### config.mk
export PLATFORM = sky130hd
export DESIGN_NAME = exec_core
export DESIGN_NICKNAME = d
export VERILOG_FILES = /design/src/isa_pkg.sv /design/src/pipe_pkg.sv /design/src/exec_core.sv /design/src/wb_arbiter.sv /design/src/mul_unit.sv /design/src/alu_unit.sv /design/src/issue_unit.sv /design/src/tag_reg_file.sv
export VERILOG_INCLUDE_DIRS = /design/src
export SDC_FILE = /design/constraint.sdc
export NUM_CORES = 2
export LEC_CHECK = 0
export BUFFER_PORTS_ARGS = -buffer_cell sky130_fd_sc_hd__buf_2
export CORE_MARGIN = 2
export CORE_UTILIZATION = 35
export CTS_CLUSTER_DIAMETER = 60
export DETAILED_ROUTE_END_ITERATION = 8
export SLEW_MARGIN = 20
export SYNTH_ARGS = -nofsm -noshare
export SYNTH_HDL_FRONTEND = slang
export SYNTH_SLANG_ARGS = --single-unit
export TNS_END_PERCENT = 100
### constraint.sdc
create_clock -name clk_i -period 12.6 [get_ports clk_i]
set_input_delay 1.89 -clock clk_i [delete_from_list [all_inputs] [get_ports clk_i]]
set_output_delay 1.89 -clock clk_i [all_outputs]
set_load 0.01 [all_outputs]
### src/core_defines.svh
`ifndef CORE_DEFINES_SVH
`define CORE_DEFINES_SVH

// architectural widths.
`define DATA_W      32
`define REG_ADDR_W  5
`define N_REGS      32

// the tag space covers every micro-operation in flight.
`define TAG_W       4

// multiplier latency in cycles.
`define MUL_STAGES  3

`endif
### src/isa_pkg.sv
`default_nettype none

`include "core_defines.svh"

package isa_pkg;

    typedef logic [`DATA_W-1:0]     data_t;
    typedef logic [`REG_ADDR_W-1:0] reg_addr_t;
    typedef logic [2:0]             op_t;

    // operation codes.
    localparam op_t OP_ADD = 3'd0;
    localparam op_t OP_SUB = 3'd1;
    localparam op_t OP_AND = 3'd2;
    localparam op_t OP_OR  = 3'd3;
    localparam op_t OP_XOR = 3'd4;
    localparam op_t OP_SLL = 3'd5;
    localparam op_t OP_MUL = 3'd6;

    // micro-operation as it arrives in program order.
    typedef struct packed {
        op_t       op;
        reg_addr_t dst;
        reg_addr_t src1;
        reg_addr_t src2;
    } uop_t;

endpackage

`default_nettype wire

### src/pipe_pkg.sv
`default_nettype none

`include "core_defines.svh"

package pipe_pkg;

    typedef logic [`TAG_W-1:0] tag_t;

    // request from the issue register to an execution unit.
    typedef struct packed {
        isa_pkg::op_t      op;
        tag_t              tag;
        isa_pkg::reg_addr_t dst;
        isa_pkg::data_t    a;
        isa_pkg::data_t    b;
    } exec_req_t;

    // result record on its way to the register file.
    typedef struct packed {
        tag_t               tag;
        isa_pkg::reg_addr_t dst;
        isa_pkg::data_t     data;
    } wb_t;

endpackage

`default_nettype wire

### src/exec_core.sv
`timescale 1ns/100ps
`default_nettype none

module exec_core (
    input  wire                clk_i,
    input  wire                rstn_i,
    input  wire isa_pkg::uop_t uop_i,
    input  wire                uop_valid_i,
    output logic               stall_o,
    output pipe_pkg::wb_t      wb_o,
    output logic               wb_valid_o
);

    import isa_pkg::*;
    import pipe_pkg::*;

    reg_addr_t rd_addr1, rd_addr2, tag_addr;
    data_t     rd_data1, rd_data2;
    logic      rd_ready1, rd_ready2;
    tag_t      tag;
    logic      tag_valid;

    exec_req_t req;
    logic      alu_req_valid, mul_req_valid;
    logic      alu_busy, mul_busy;

    wb_t       alu_res, mul_res;
    logic      alu_res_valid, mul_res_valid;
    logic      alu_grant, mul_grant;

    issue_unit u_issue (
        .clk_i(clk_i), .rstn_i(rstn_i), .uop_i(uop_i), .uop_valid_i(uop_valid_i),
        .rd_data1_i(rd_data1), .rd_data2_i(rd_data2),
        .rd_ready1_i(rd_ready1), .rd_ready2_i(rd_ready2),
        .alu_busy_i(alu_busy), .mul_busy_i(mul_busy), .stall_o(stall_o),
        .rd_addr1_o(rd_addr1), .rd_addr2_o(rd_addr2), .tag_addr_o(tag_addr),
        .tag_o(tag), .tag_valid_o(tag_valid), .req_o(req),
        .alu_req_valid_o(alu_req_valid), .mul_req_valid_o(mul_req_valid)
    );

    tag_reg_file u_regs (
        .clk_i(clk_i), .rstn_i(rstn_i), .rd_addr1_i(rd_addr1), .rd_addr2_i(rd_addr2),
        .tag_addr_i(tag_addr), .tag_i(tag), .tag_valid_i(tag_valid),
        .wb_i(wb_o), .wb_valid_i(wb_valid_o),
        .rd_data1_o(rd_data1), .rd_data2_o(rd_data2),
        .rd_ready1_o(rd_ready1), .rd_ready2_o(rd_ready2)
    );

    alu_unit u_alu (
        .clk_i(clk_i), .rstn_i(rstn_i), .req_i(req), .req_valid_i(alu_req_valid),
        .grant_i(alu_grant), .busy_o(alu_busy), .res_o(alu_res), .res_valid_o(alu_res_valid)
    );

    mul_unit u_mul (
        .clk_i(clk_i), .rstn_i(rstn_i), .req_i(req), .req_valid_i(mul_req_valid),
        .grant_i(mul_grant), .busy_o(mul_busy), .res_o(mul_res), .res_valid_o(mul_res_valid)
    );

    wb_arbiter u_arb (
        .clk_i(clk_i), .rstn_i(rstn_i),
        .alu_res_i(alu_res), .alu_res_valid_i(alu_res_valid),
        .mul_res_i(mul_res), .mul_res_valid_i(mul_res_valid),
        .alu_grant_o(alu_grant), .mul_grant_o(mul_grant),
        .wb_o(wb_o), .wb_valid_o(wb_valid_o)
    );

endmodule

`default_nettype wire

### src/wb_arbiter.sv
`timescale 1ns/100ps
`default_nettype none

module wb_arbiter (
    input  wire                clk_i,
    input  wire                rstn_i,
    input  wire pipe_pkg::wb_t alu_res_i,
    input  wire                alu_res_valid_i,
    input  wire pipe_pkg::wb_t mul_res_i,
    input  wire                mul_res_valid_i,
    output logic               alu_grant_o,
    output logic               mul_grant_o,
    output pipe_pkg::wb_t      wb_o,
    output logic               wb_valid_o
);

    // set when the multiplier had the last grant.
    logic last_mul_q;

    // on a tie the unit not served last wins.
    assign alu_grant_o = alu_res_valid_i && (!mul_res_valid_i || last_mul_q);
    assign mul_grant_o = mul_res_valid_i && (!alu_res_valid_i || !last_mul_q);

    assign wb_o       = mul_grant_o ? mul_res_i : alu_res_i;
    assign wb_valid_o = alu_res_valid_i || mul_res_valid_i;

    always_ff @(posedge clk_i) begin
        if (!rstn_i) begin
            last_mul_q <= 1'b0;
        end else if (alu_grant_o) begin
            last_mul_q <= 1'b0;
        end else if (mul_grant_o) begin
            last_mul_q <= 1'b1;
        end
    end

endmodule

`default_nettype wire

### src/mul_unit.sv
`timescale 1ns/100ps
`default_nettype none

`include "core_defines.svh"

module mul_unit (
    input  wire                      clk_i,
    input  wire                      rstn_i,
    input  wire pipe_pkg::exec_req_t req_i,
    input  wire                      req_valid_i,
    input  wire                      grant_i,
    output logic                     busy_o,
    output pipe_pkg::wb_t            res_o,
    output logic                     res_valid_o
);

    import isa_pkg::*;
    import pipe_pkg::*;

    localparam int LAST = `MUL_STAGES - 1;

    logic [`MUL_STAGES-1:0] valid_q;
    tag_t                   tag_q  [`MUL_STAGES];
    reg_addr_t              dst_q  [`MUL_STAGES];
    data_t                  prod_q [`MUL_STAGES];
    data_t                  a_q;
    logic [15:0]            bhi_q;

    logic                   advance;
    data_t                  hi_part;

    // the last stage doubles as the result buffer.
    assign advance = !(valid_q[LAST] && !grant_i);
    assign busy_o  = !advance;

    // the product of a with the upper half of b keeps only the low word.
    assign hi_part = a_q * {bhi_q, 16'b0};

    always_ff @(posedge clk_i) begin
        if (!rstn_i) begin
            valid_q <= '0;
        end else if (advance) begin
            valid_q <= {valid_q[LAST-1:0], req_valid_i};
        end
    end

    always_ff @(posedge clk_i) begin
        if (advance) begin
            // stage 0 multiplies by the lower half of b.
            tag_q[0]  <= req_i.tag;
            dst_q[0]  <= req_i.dst;
            prod_q[0] <= req_i.a * {16'b0, req_i.b[15:0]};
            a_q       <= req_i.a;
            bhi_q     <= req_i.b[31:16];

            tag_q[1]  <= tag_q[0];
            dst_q[1]  <= dst_q[0];
            prod_q[1] <= prod_q[0] + hi_part;

            for (int k = 2; k < `MUL_STAGES; k++) begin
                tag_q[k]  <= tag_q[k-1];
                dst_q[k]  <= dst_q[k-1];
                prod_q[k] <= prod_q[k-1];
            end
        end
    end

    assign res_o       = '{tag: tag_q[LAST], dst: dst_q[LAST], data: prod_q[LAST]};
    assign res_valid_o = valid_q[LAST];

endmodule

`default_nettype wire

### src/alu_unit.sv
`timescale 1ns/100ps
`default_nettype none

module alu_unit (
    input  wire                      clk_i,
    input  wire                      rstn_i,
    input  wire pipe_pkg::exec_req_t req_i,
    input  wire                      req_valid_i,
    input  wire                      grant_i,
    output logic                     busy_o,
    output pipe_pkg::wb_t            res_o,
    output logic                     res_valid_o
);

    import isa_pkg::*;
    import pipe_pkg::*;

    wb_t   res_q;
    logic  res_valid_q;
    data_t result;
    logic  take;

    always_comb begin
        case (req_i.op)
            OP_ADD:  result = req_i.a + req_i.b;
            OP_SUB:  result = req_i.a - req_i.b;
            OP_AND:  result = req_i.a & req_i.b;
            OP_OR:   result = req_i.a | req_i.b;
            OP_XOR:  result = req_i.a ^ req_i.b;
            OP_SLL:  result = req_i.a << req_i.b[4:0];
            default: result = '0;
        endcase
    end

    // a buffer granted this cycle frees up for the next request.
    assign busy_o = res_valid_q && !grant_i;
    assign take   = req_valid_i && !busy_o;

    always_ff @(posedge clk_i) begin
        if (!rstn_i) begin
            res_valid_q <= 1'b0;
        end else if (take) begin
            res_valid_q <= 1'b1;
        end else if (grant_i) begin
            res_valid_q <= 1'b0;
        end
    end

    always_ff @(posedge clk_i) begin
        if (take) begin
            res_q <= '{tag: req_i.tag, dst: req_i.dst, data: result};
        end
    end

    assign res_o       = res_q;
    assign res_valid_o = res_valid_q;

endmodule

`default_nettype wire

### src/issue_unit.sv
`timescale 1ns/100ps
`default_nettype none

module issue_unit (
    input  wire                 clk_i,
    input  wire                 rstn_i,
    input  wire isa_pkg::uop_t  uop_i,
    input  wire                 uop_valid_i,
    input  wire isa_pkg::data_t rd_data1_i,
    input  wire isa_pkg::data_t rd_data2_i,
    input  wire                 rd_ready1_i,
    input  wire                 rd_ready2_i,
    input  wire                 alu_busy_i,
    input  wire                 mul_busy_i,
    output logic                stall_o,
    output isa_pkg::reg_addr_t  rd_addr1_o,
    output isa_pkg::reg_addr_t  rd_addr2_o,
    output isa_pkg::reg_addr_t  tag_addr_o,
    output pipe_pkg::tag_t      tag_o,
    output logic                tag_valid_o,
    output pipe_pkg::exec_req_t req_o,
    output logic                alu_req_valid_o,
    output logic                mul_req_valid_o
);

    import isa_pkg::*;
    import pipe_pkg::*;

    exec_req_t req_q;
    logic      full_q;
    logic      is_mul_q;
    tag_t      tag_q;

    logic      target_busy;
    logic      fire;
    logic      accept;

    // operand reads go straight from the incoming micro-operation.
    assign rd_addr1_o = uop_i.src1;
    assign rd_addr2_o = uop_i.src2;

    assign target_busy = is_mul_q ? mul_busy_i : alu_busy_i;
    assign fire        = full_q && !target_busy;

    // a pending source or a blocked issue register holds the front end.
    assign stall_o = (full_q && target_busy) || !rd_ready1_i || !rd_ready2_i;
    assign accept  = uop_valid_i && !stall_o;

    // claim the destination under the new tag unless it is r0.
    assign tag_addr_o  = uop_i.dst;
    assign tag_o       = tag_q;
    assign tag_valid_o = accept && (uop_i.dst != '0);

    assign req_o           = req_q;
    assign alu_req_valid_o = full_q && !is_mul_q;
    assign mul_req_valid_o = full_q && is_mul_q;

    always_ff @(posedge clk_i) begin
        if (!rstn_i) begin
            full_q   <= 1'b0;
            is_mul_q <= 1'b0;
            tag_q    <= '0;
        end else begin
            if (accept) begin
                full_q   <= 1'b1;
                is_mul_q <= (uop_i.op == OP_MUL);
                tag_q    <= tag_q + 1'b1;
            end else if (fire) begin
                full_q <= 1'b0;
            end
        end
    end

    always_ff @(posedge clk_i) begin
        if (accept) begin
            req_q.op  <= uop_i.op;
            req_q.tag <= tag_q;
            req_q.dst <= uop_i.dst;
            req_q.a   <= rd_data1_i;
            req_q.b   <= rd_data2_i;
        end
    end

endmodule

`default_nettype wire

### src/tag_reg_file.sv
`timescale 1ns/100ps
`default_nettype none

`include "core_defines.svh"

module tag_reg_file (
    input  wire                 clk_i,
    input  wire                 rstn_i,
    input  wire isa_pkg::reg_addr_t rd_addr1_i,
    input  wire isa_pkg::reg_addr_t rd_addr2_i,
    input  wire isa_pkg::reg_addr_t tag_addr_i,
    input  wire pipe_pkg::tag_t tag_i,
    input  wire                 tag_valid_i,
    input  wire pipe_pkg::wb_t  wb_i,
    input  wire                 wb_valid_i,
    output isa_pkg::data_t      rd_data1_o,
    output isa_pkg::data_t      rd_data2_o,
    output logic                rd_ready1_o,
    output logic                rd_ready2_o
);

    import isa_pkg::*;
    import pipe_pkg::*;

    data_t              data_q [`N_REGS];
    tag_t               tag_q  [`N_REGS];
    logic [`N_REGS-1:0] valid_q;

    // register 0 is never written, so it keeps its reset value of zero and valid.
    always_ff @(posedge clk_i) begin
        if (!rstn_i) begin
            for (int i = 0; i < `N_REGS; i++) begin
                data_q[i] <= '0;
                tag_q[i]  <= '0;
            end
            valid_q <= '1;
        end else begin
            for (int i = 1; i < `N_REGS; i++) begin
                // an older result never replaces the value of a newer claim.
                if (wb_valid_i && wb_i.dst == reg_addr_t'(i) && wb_i.tag == tag_q[i]) begin
                    data_q[i] <= wb_i.data;
                end

                // a new claim wins over a writeback in the same cycle.
                if (tag_valid_i && tag_addr_i == reg_addr_t'(i)) begin
                    tag_q[i]   <= tag_i;
                    valid_q[i] <= 1'b0;
                end else if (wb_valid_i && wb_i.dst == reg_addr_t'(i)
                             && wb_i.tag == tag_q[i]) begin
                    valid_q[i] <= 1'b1;
                end
            end
        end
    end

    // combinational read ports.
    assign rd_data1_o  = data_q[rd_addr1_i];
    assign rd_ready1_o = valid_q[rd_addr1_i];
    assign rd_data2_o  = data_q[rd_addr2_i];
    assign rd_ready2_o = valid_q[rd_addr2_i];

endmodule

`default_nettype wire

**Yosys cells after proc, flatten, opt, wreduce, memory -nomap -nowiden**

Memories as Yosys holds them, arrays and structs flattened. A register that Yosys moved wholly into a read port is not among the register bits.
Index checks and enable logic that the tools add are counted.

- Shifts and indexed selects: 1
- Reductions and logical operators: 156
- $lt $le $gt $ge: 2
- Equal/unequal tests: 99
- Multiplexer cells: 323
- Add/subtract/negate cells: 4
- Bitwise operators: 66
- $mul: 2

Operators by type and width:

| operator | number |
|---|---|
| $mux 32 | 31 |
| $mux 1 | 257 |
| $pmux 32 s6 | 1 |
| $eq 5x5->1 const B | 32 |
| $eq 4x4->1 | 31 |
| $mux 4 | 31 |
| $logic_and 1x1->1 | 104 |
| $eq 5x4->1 const B | 16 |
| $reduce_bool 2->1 | 33 |
| $add 32x32->32 | 2 |
| $or 1x1->1 | 62 |
| $mux 41 | 1 |
| $eq 5x3->1 const B | 8 |
| $and 32x32->32 | 1 |
| $mul 32x16->16 | 1 |
| $mul 32x16->32 | 1 |
| $or 32x32->32 | 1 |
| $shl 32x5->32 | 1 |
| $sub 32x32->32 | 1 |
| $xor 32x32->32 | 1 |
| $eq 5x2->1 const B | 4 |
| $lt 5x6->1 const B | 2 |
| $logic_not 1->1 | 11 |
| $bmux 1 s5 | 2 |
| other kinds (10) | 18 |

- Output and inout bits: 43
- RAM bits: 1275
- Input bits: 21
- Register bits: 143
- Word-level logic and storage cells: 703
- Memories kept: 5

Memories:

| memory | words | bits a word | rd ports | clocked after Yosys merged registers in | wr ports | line | source |
|---|---|---|---|---|---|---|---|
| u_regs.data_q | 32 | 32 | 2 | 2 | 32 | tag_reg_file.sv:25 | `` data_t data_q [`N_REGS]; `` |
| u_regs.tag_q | 32 | 4 | 31 | 0 | 32 | tag_reg_file.sv:26 | `` tag_t tag_q [`N_REGS]; `` |
| u_mul.prod_q | 3 | 32 | 3 | 0 | 3 | mul_unit.sv:25 | `` data_t prod_q [`MUL_STAGES]; `` |
| u_mul.dst_q | 3 | 5 | 3 | 0 | 3 | mul_unit.sv:24 | `` reg_addr_t dst_q [`MUL_STAGES]; `` |
| u_mul.tag_q | 3 | 4 | 3 | 0 | 3 | mul_unit.sv:23 | `` tag_t tag_q [`MUL_STAGES]; `` |

**Logic depth before layout (Yosys ltp)**

- Word-level depth: 17
- Mapped depth: 28
- Mapped depth without buffers: 26

**Cells and area by module**

From an unflattened synthesis, not the netlist that was laid out.

- Cell total of the unflattened synthesis: 7053
- Area total of the unflattened synthesis: 89011.6 um^2

By module, submodules not included:

| module | instances | area each (um^2) | sequential area each (um^2) | cells each |
|---|---|---|---|---|
| tag_reg_file | 1 | 57068.5 | 34132.7 | 3795 |
| mul_unit | 1 | 21251.6 | 4714.5 | 2136 |
| alu_unit | 1 | 7390.8 | 1251.2 | 944 |
| issue_unit | 1 | 2721.4 | 2402.3 | 126 |
| wb_arbiter | 1 | 579.3 | 20.0 | 52 |

**Worst setup path after synthesis**

No wires, ideal clock.

- Path type: reg2reg
- Start: reg, netlist name u_issue.req_o[2]
- End: mem u_mul.prod_q[0][31] (netlist bit) (data pin)
- Path slack: 4.913 ns
- Path buffers: 5
- Arrival: 7.429 ns
- Stages on the path, launching flop included: 29
- Cell sequence: edfxtp_1 -> clkbuf_1 -> inv_1 -> buf_1 -> clkbuf_1 -> buf_1 -> buf_1 -> nor2_1 -> fa_1 -> inv_1 -> fa_1 -> inv_1 -> fa_1 -> inv_1 -> fa_1 -> fa_1 -> fa_1 -> inv_1 -> ha_1 -> a21o_1 -> a21oi_1 -> o21bai_1 -> a31o_4 -> a41o_4 -> a32o_1 -> o31a_1 -> a311o_1 -> a21oi_2 -> xnor2_1

RTL lines:

| what | line |
|---|---|
| to (decl) | mul_unit.sv:25 |

==> impl_metrics.env <==
export IMPL_outcome="finished clean"
export IMPL_period_needed_ns=7.656
export IMPL_drive_above_1_share_pct=19.40
export IMPL_final_nets=6873
export IMPL_crit_type="reg -> reg"
export IMPL_cts_buffers=162
export IMPL_grt_max_degree=136
export IMPL_cts_tree="yes"
export IMPL_cp_common_cell="fa_1"
export IMPL_finalClockSkew_ns=0.05952
export IMPL_end_kind="flop"
export IMPL_ir_worst_vdd_mv=0.5552
export IMPL_powerDensity_nw_per_um2=239.0
export IMPL_timing_rr_end="u_mul.prod_q[0][30]$_DFFE_PN_"
export IMPL_post_route_period_util_pct=60.77
export IMPL_max_cap_viol_count=0
export IMPL_cp_start_kind="flop"
export IMPL_drtIter0Drc=6664
export IMPL_worstHoldEndpoint="u_mul.prod_q[0][87]$_DFFE_PN_"
export IMPL_synthToLayoutAreaGrowth_pct=10.84
export IMPL_fp_coreArea_um2=243700
export IMPL_fillers=22710
export IMPL_antenna_found_initial=24
export IMPL_finalHoldViolations=0
export IMPL_rsz0062_at_grt="no"
export IMPL_die_h_um=499.3
export IMPL_worstPathCellList="buf_4, clkinv_1, buf_4, nor2_1, fa_1, inv_1, fa_1, inv_1, fa_1, inv_1, fa_1, fa_1, fa_1, inv_1, ha_1, and3_1, nand4_1, o21a_1, a311oi_1, a31oi_1, nand2b_1, o21ai_0, o31ai_1, xnor2_1"
export IMPL_ioPinCount=64
export IMPL_firstDrtPassIters=6
export IMPL_detail_route_antenna_nets=0
export IMPL_postSynthAreaPerCell_um2=13.62
export IMPL_clock_sinks=1430
export IMPL_syn_inst=6301
export IMPL_final_cell_mix="edfxtp_1 (1388), nor2_1 (923), inv_1 (618)"
export IMPL_grt_overflow=0
export IMPL_place_gp_congestion=0.9412
export IMPL_track_usage_pct=22.02
export IMPL_hpwl_um=175900
export IMPL_setup_violations=0
export IMPL_wl_um=277200
export IMPL_cts_hold_buffers=0
export IMPL_relSlewSlack_pct=24.76
export IMPL_seq_area_frac_synth_pct=49.53
export IMPL_path_max_fanout=40
export IMPL_cp_required_ns=13.12
export IMPL_ctsResizeCount=0
export IMPL_ys_warn_count=0
export IMPL_initial_core_util_pct=35.23
export IMPL_setup_tns_ns=0
export IMPL_reg2regPathDepth=24
export IMPL_min_from="u_mul.prod_q[0][55]$_DFFE_PN_"
export IMPL_htreeDepth=4
export IMPL_synthArstFlopShare_pct=0
export IMPL_slowest_stage="a311oi_1"
export IMPL_synth_distinct_cells=74
export IMPL_vias=55200
export IMPL_multi_input_area_um2=39650
export IMPL_ys_flop_type="edfxtp_1"
export IMPL_cp_arrival_ns=8.18
export IMPL_rrSetupSlack_ns=4.94
export IMPL_dieArea_um2=249300
export IMPL_synth_edf_count=1388
export IMPL_grt_pass1_vias=56510
export IMPL_holdPathStages=0
export IMPL_via_per_inst=5.762
export IMPL_drv_slew=0
export IMPL_final_common_cell="edfxtp_1"
export IMPL_wl_per_cell_um=28.94
export IMPL_dieWidth_um=499.3
export IMPL_tightestPinTransition_ns=1.129
export IMPL_holdCritPathClass="reg -> reg"
export IMPL_postCtsSetupBuffers=0
export IMPL_max_stage_delay_ns=0.67
export IMPL_hold_slack_ns=0.3921
export IMPL_r2r_start="u_issue.req_o[1]$_DFFE_PP_"
export IMPL_drc_errors=0
export IMPL_syn_nets=6936
export IMPL_clkTransAtPathRegs_ns=0.06
export IMPL_register_area_um2=42520
export IMPL_insertion_delay_ns=0.83
export IMPL_syn_area_um2=85850
export IMPL_ys_ff_latch=1430
export IMPL_p_leak_nw=35.27
export IMPL_rows=181
export IMPL_io_buffers=63
export IMPL_clockBufferDepth=3
export IMPL_timing_fmax_ghz=0.1306
export IMPL_grt_pass1_wl_um=399200
export IMPL_clockRootBuffer="clkbuf_16"
==> cells in the mapped netlist (all sizes together), types with 4 or more instances <==
cell	number	area share, %
o22ai	8	0.058
a211oi	17	0.15
a222oi	13	0.15
nand3	52	0.30
or4	16	0.14
o31ai	17	0.15
nor2	923	4.0
nand4	10	0.073
xor2	96	0.98
o21bai	11	0.096
nand2	378	1.7
a31oi	11	0.080
clkbuf	308	1.3
xnor2	192	2.0
inv	624	2.7
and2	89	0.65
o22a	20	0.20
o221ai	7	0.071
a221oi	4	0.041
nor4	5	0.036
fa	386	9.0
nor3b	4	0.035
a21o	25	0.22
and3	23	0.17
o41ai	18	0.18
mux2	133	1.7
a211o	6	0.061
o31a	4	0.041
or2	11	0.080
buf	109	0.52
clkinv	12	0.052
a22o	63	0.64
o21a	17	0.15
mux2i	98	1.1
mux4	611	16
nor3	21	0.12
nand2b	20	0.15
a21oi	104	0.61
nor2b	23	0.17
o211ai	9	0.079
edfxtp	1388	49
o21ai	100	0.58
dfxtp	42	0.98
ha	228	3.3
a22oi	12	0.10
==> state kept, by name, indices dropped and copies added (netlist names) <==
register,count
u_alu.res_o,41
u_alu.res_valid_o,1
u_arb.last_mul_q,1
u_issue.full_q,1
u_issue.is_mul_q,1
u_issue.req_o,76
u_issue.tag_o,4
u_mul.a_q,16
u_mul.bhi_q,16
u_mul.dst_q,15
u_mul.prod_q,96
u_mul.tag_q,12
u_mul.valid_q,3
u_regs.data_q,992
u_regs.tag_q,124
u_regs.valid_q,31
==> worst max path at each step <==
stage,from,end,slack (ns),depth (start not counted)
4_1_cts,u_issue.req_o[1]$_DFFE_PP_,u_mul.prod_q[0][30]$_DFFE_PN_,4.95,24
5_1_grt,u_issue.req_o[5]$_DFFE_PP_,u_mul.prod_q[0][30]$_DFFE_PN_,4.51,22
6_report,u_issue.req_o[1]$_DFFE_PP_,u_mul.prod_q[0][30]$_DFFE_PN_,4.94,24
3_3_place_gp,u_issue.req_o[1]$_DFFE_PP_,u_mul.prod_q[0][30]$_DFFE_PN_,5.08,24
3_5_place_dp,u_issue.req_o[1]$_DFFE_PP_,u_mul.prod_q[0][30]$_DFFE_PN_,4.98,24
2_1_floorplan,u_issue.req_o[2]$_DFFE_PP_,u_mul.prod_q[0][31]$_DFFE_PN_,4.91,28
==> logic make-up (layout without fill, tap and decap cells) <==
| logic type | Yosys count | count (layout) | synth area share [%] |
|---|---|---|---|
| xor+xnor | 288 | 288 | 2.938 |
| other cells | 0 | 6 | 0 |
| buf+inv | 1053 | 1124 | 4.645 |
| flops | 1430 | 1430 | 49.53 |
| mux | 842 | 842 | 18.92 |
| compound gates | 489 | 489 | 3.947 |
| fa+ha+maj | 614 | 614 | 12.32 |
| simple gates | 1585 | 1585 | 7.700 |
==> metal layers <==
metal / vias up / wire length (µm) / GRT usage (%)
li1: 22630 / - / -
met1: 29010 / 108100 / 29.24
met2: 2955 / 128700 / 35.08
met3: 589 / 28070 / 5.046
met4: 14 / 12200 / 8.545
met5: - / 104 / 0
==> final cells by class <==
class / count / share of cell area [%]
antenna: 6 / 0.01578
timing repair buffer: 190 / 1.440
clock buffer: 213 / 4.613
tap: 3202 / 4.210
clock inverter: 85 / 0.8560
multi-input combinational: 3818 / 41.67
inverter: 636 / 2.512
sequential: 1430 / 44.69
==> metrics by stage <==
stage          util, %  cell area [µm²]  cells  worst slack [ns]  power, mW
3_3_place_gp     36.91            89930   9276             5.084      17.92
3_5_place_dp     36.91            89930   9276             4.982      18.11
4_1_cts          39.04            95130   9574             4.948      22.84
2_1_floorplan        -            85850   6301             4.913      15.29
5_1_grt          39.04            95140   9574             4.512      24.51
6_report         39.05            95150   9580             4.944      22.74
==> power by group <==
part	internal, mW	switching [mW]	total [mW]
Combinational	5.09	6.39	11.5
Clock	2.64	2.03	4.67
Sequential	6.23	0.361	6.59
Total	14.0	8.78	22.7
==> worst max-delay path, delay by kind of cell, from the launching register on <==
family	cells	cell delay [ns]
fa+ha+maj	7	3.46
compound gates	5	1.57
buf+inv	7	1.04
simple gates	4	0.77
flops	1	0.35
xor+xnor	1	0.13
(Power assumes the default switching activity.)
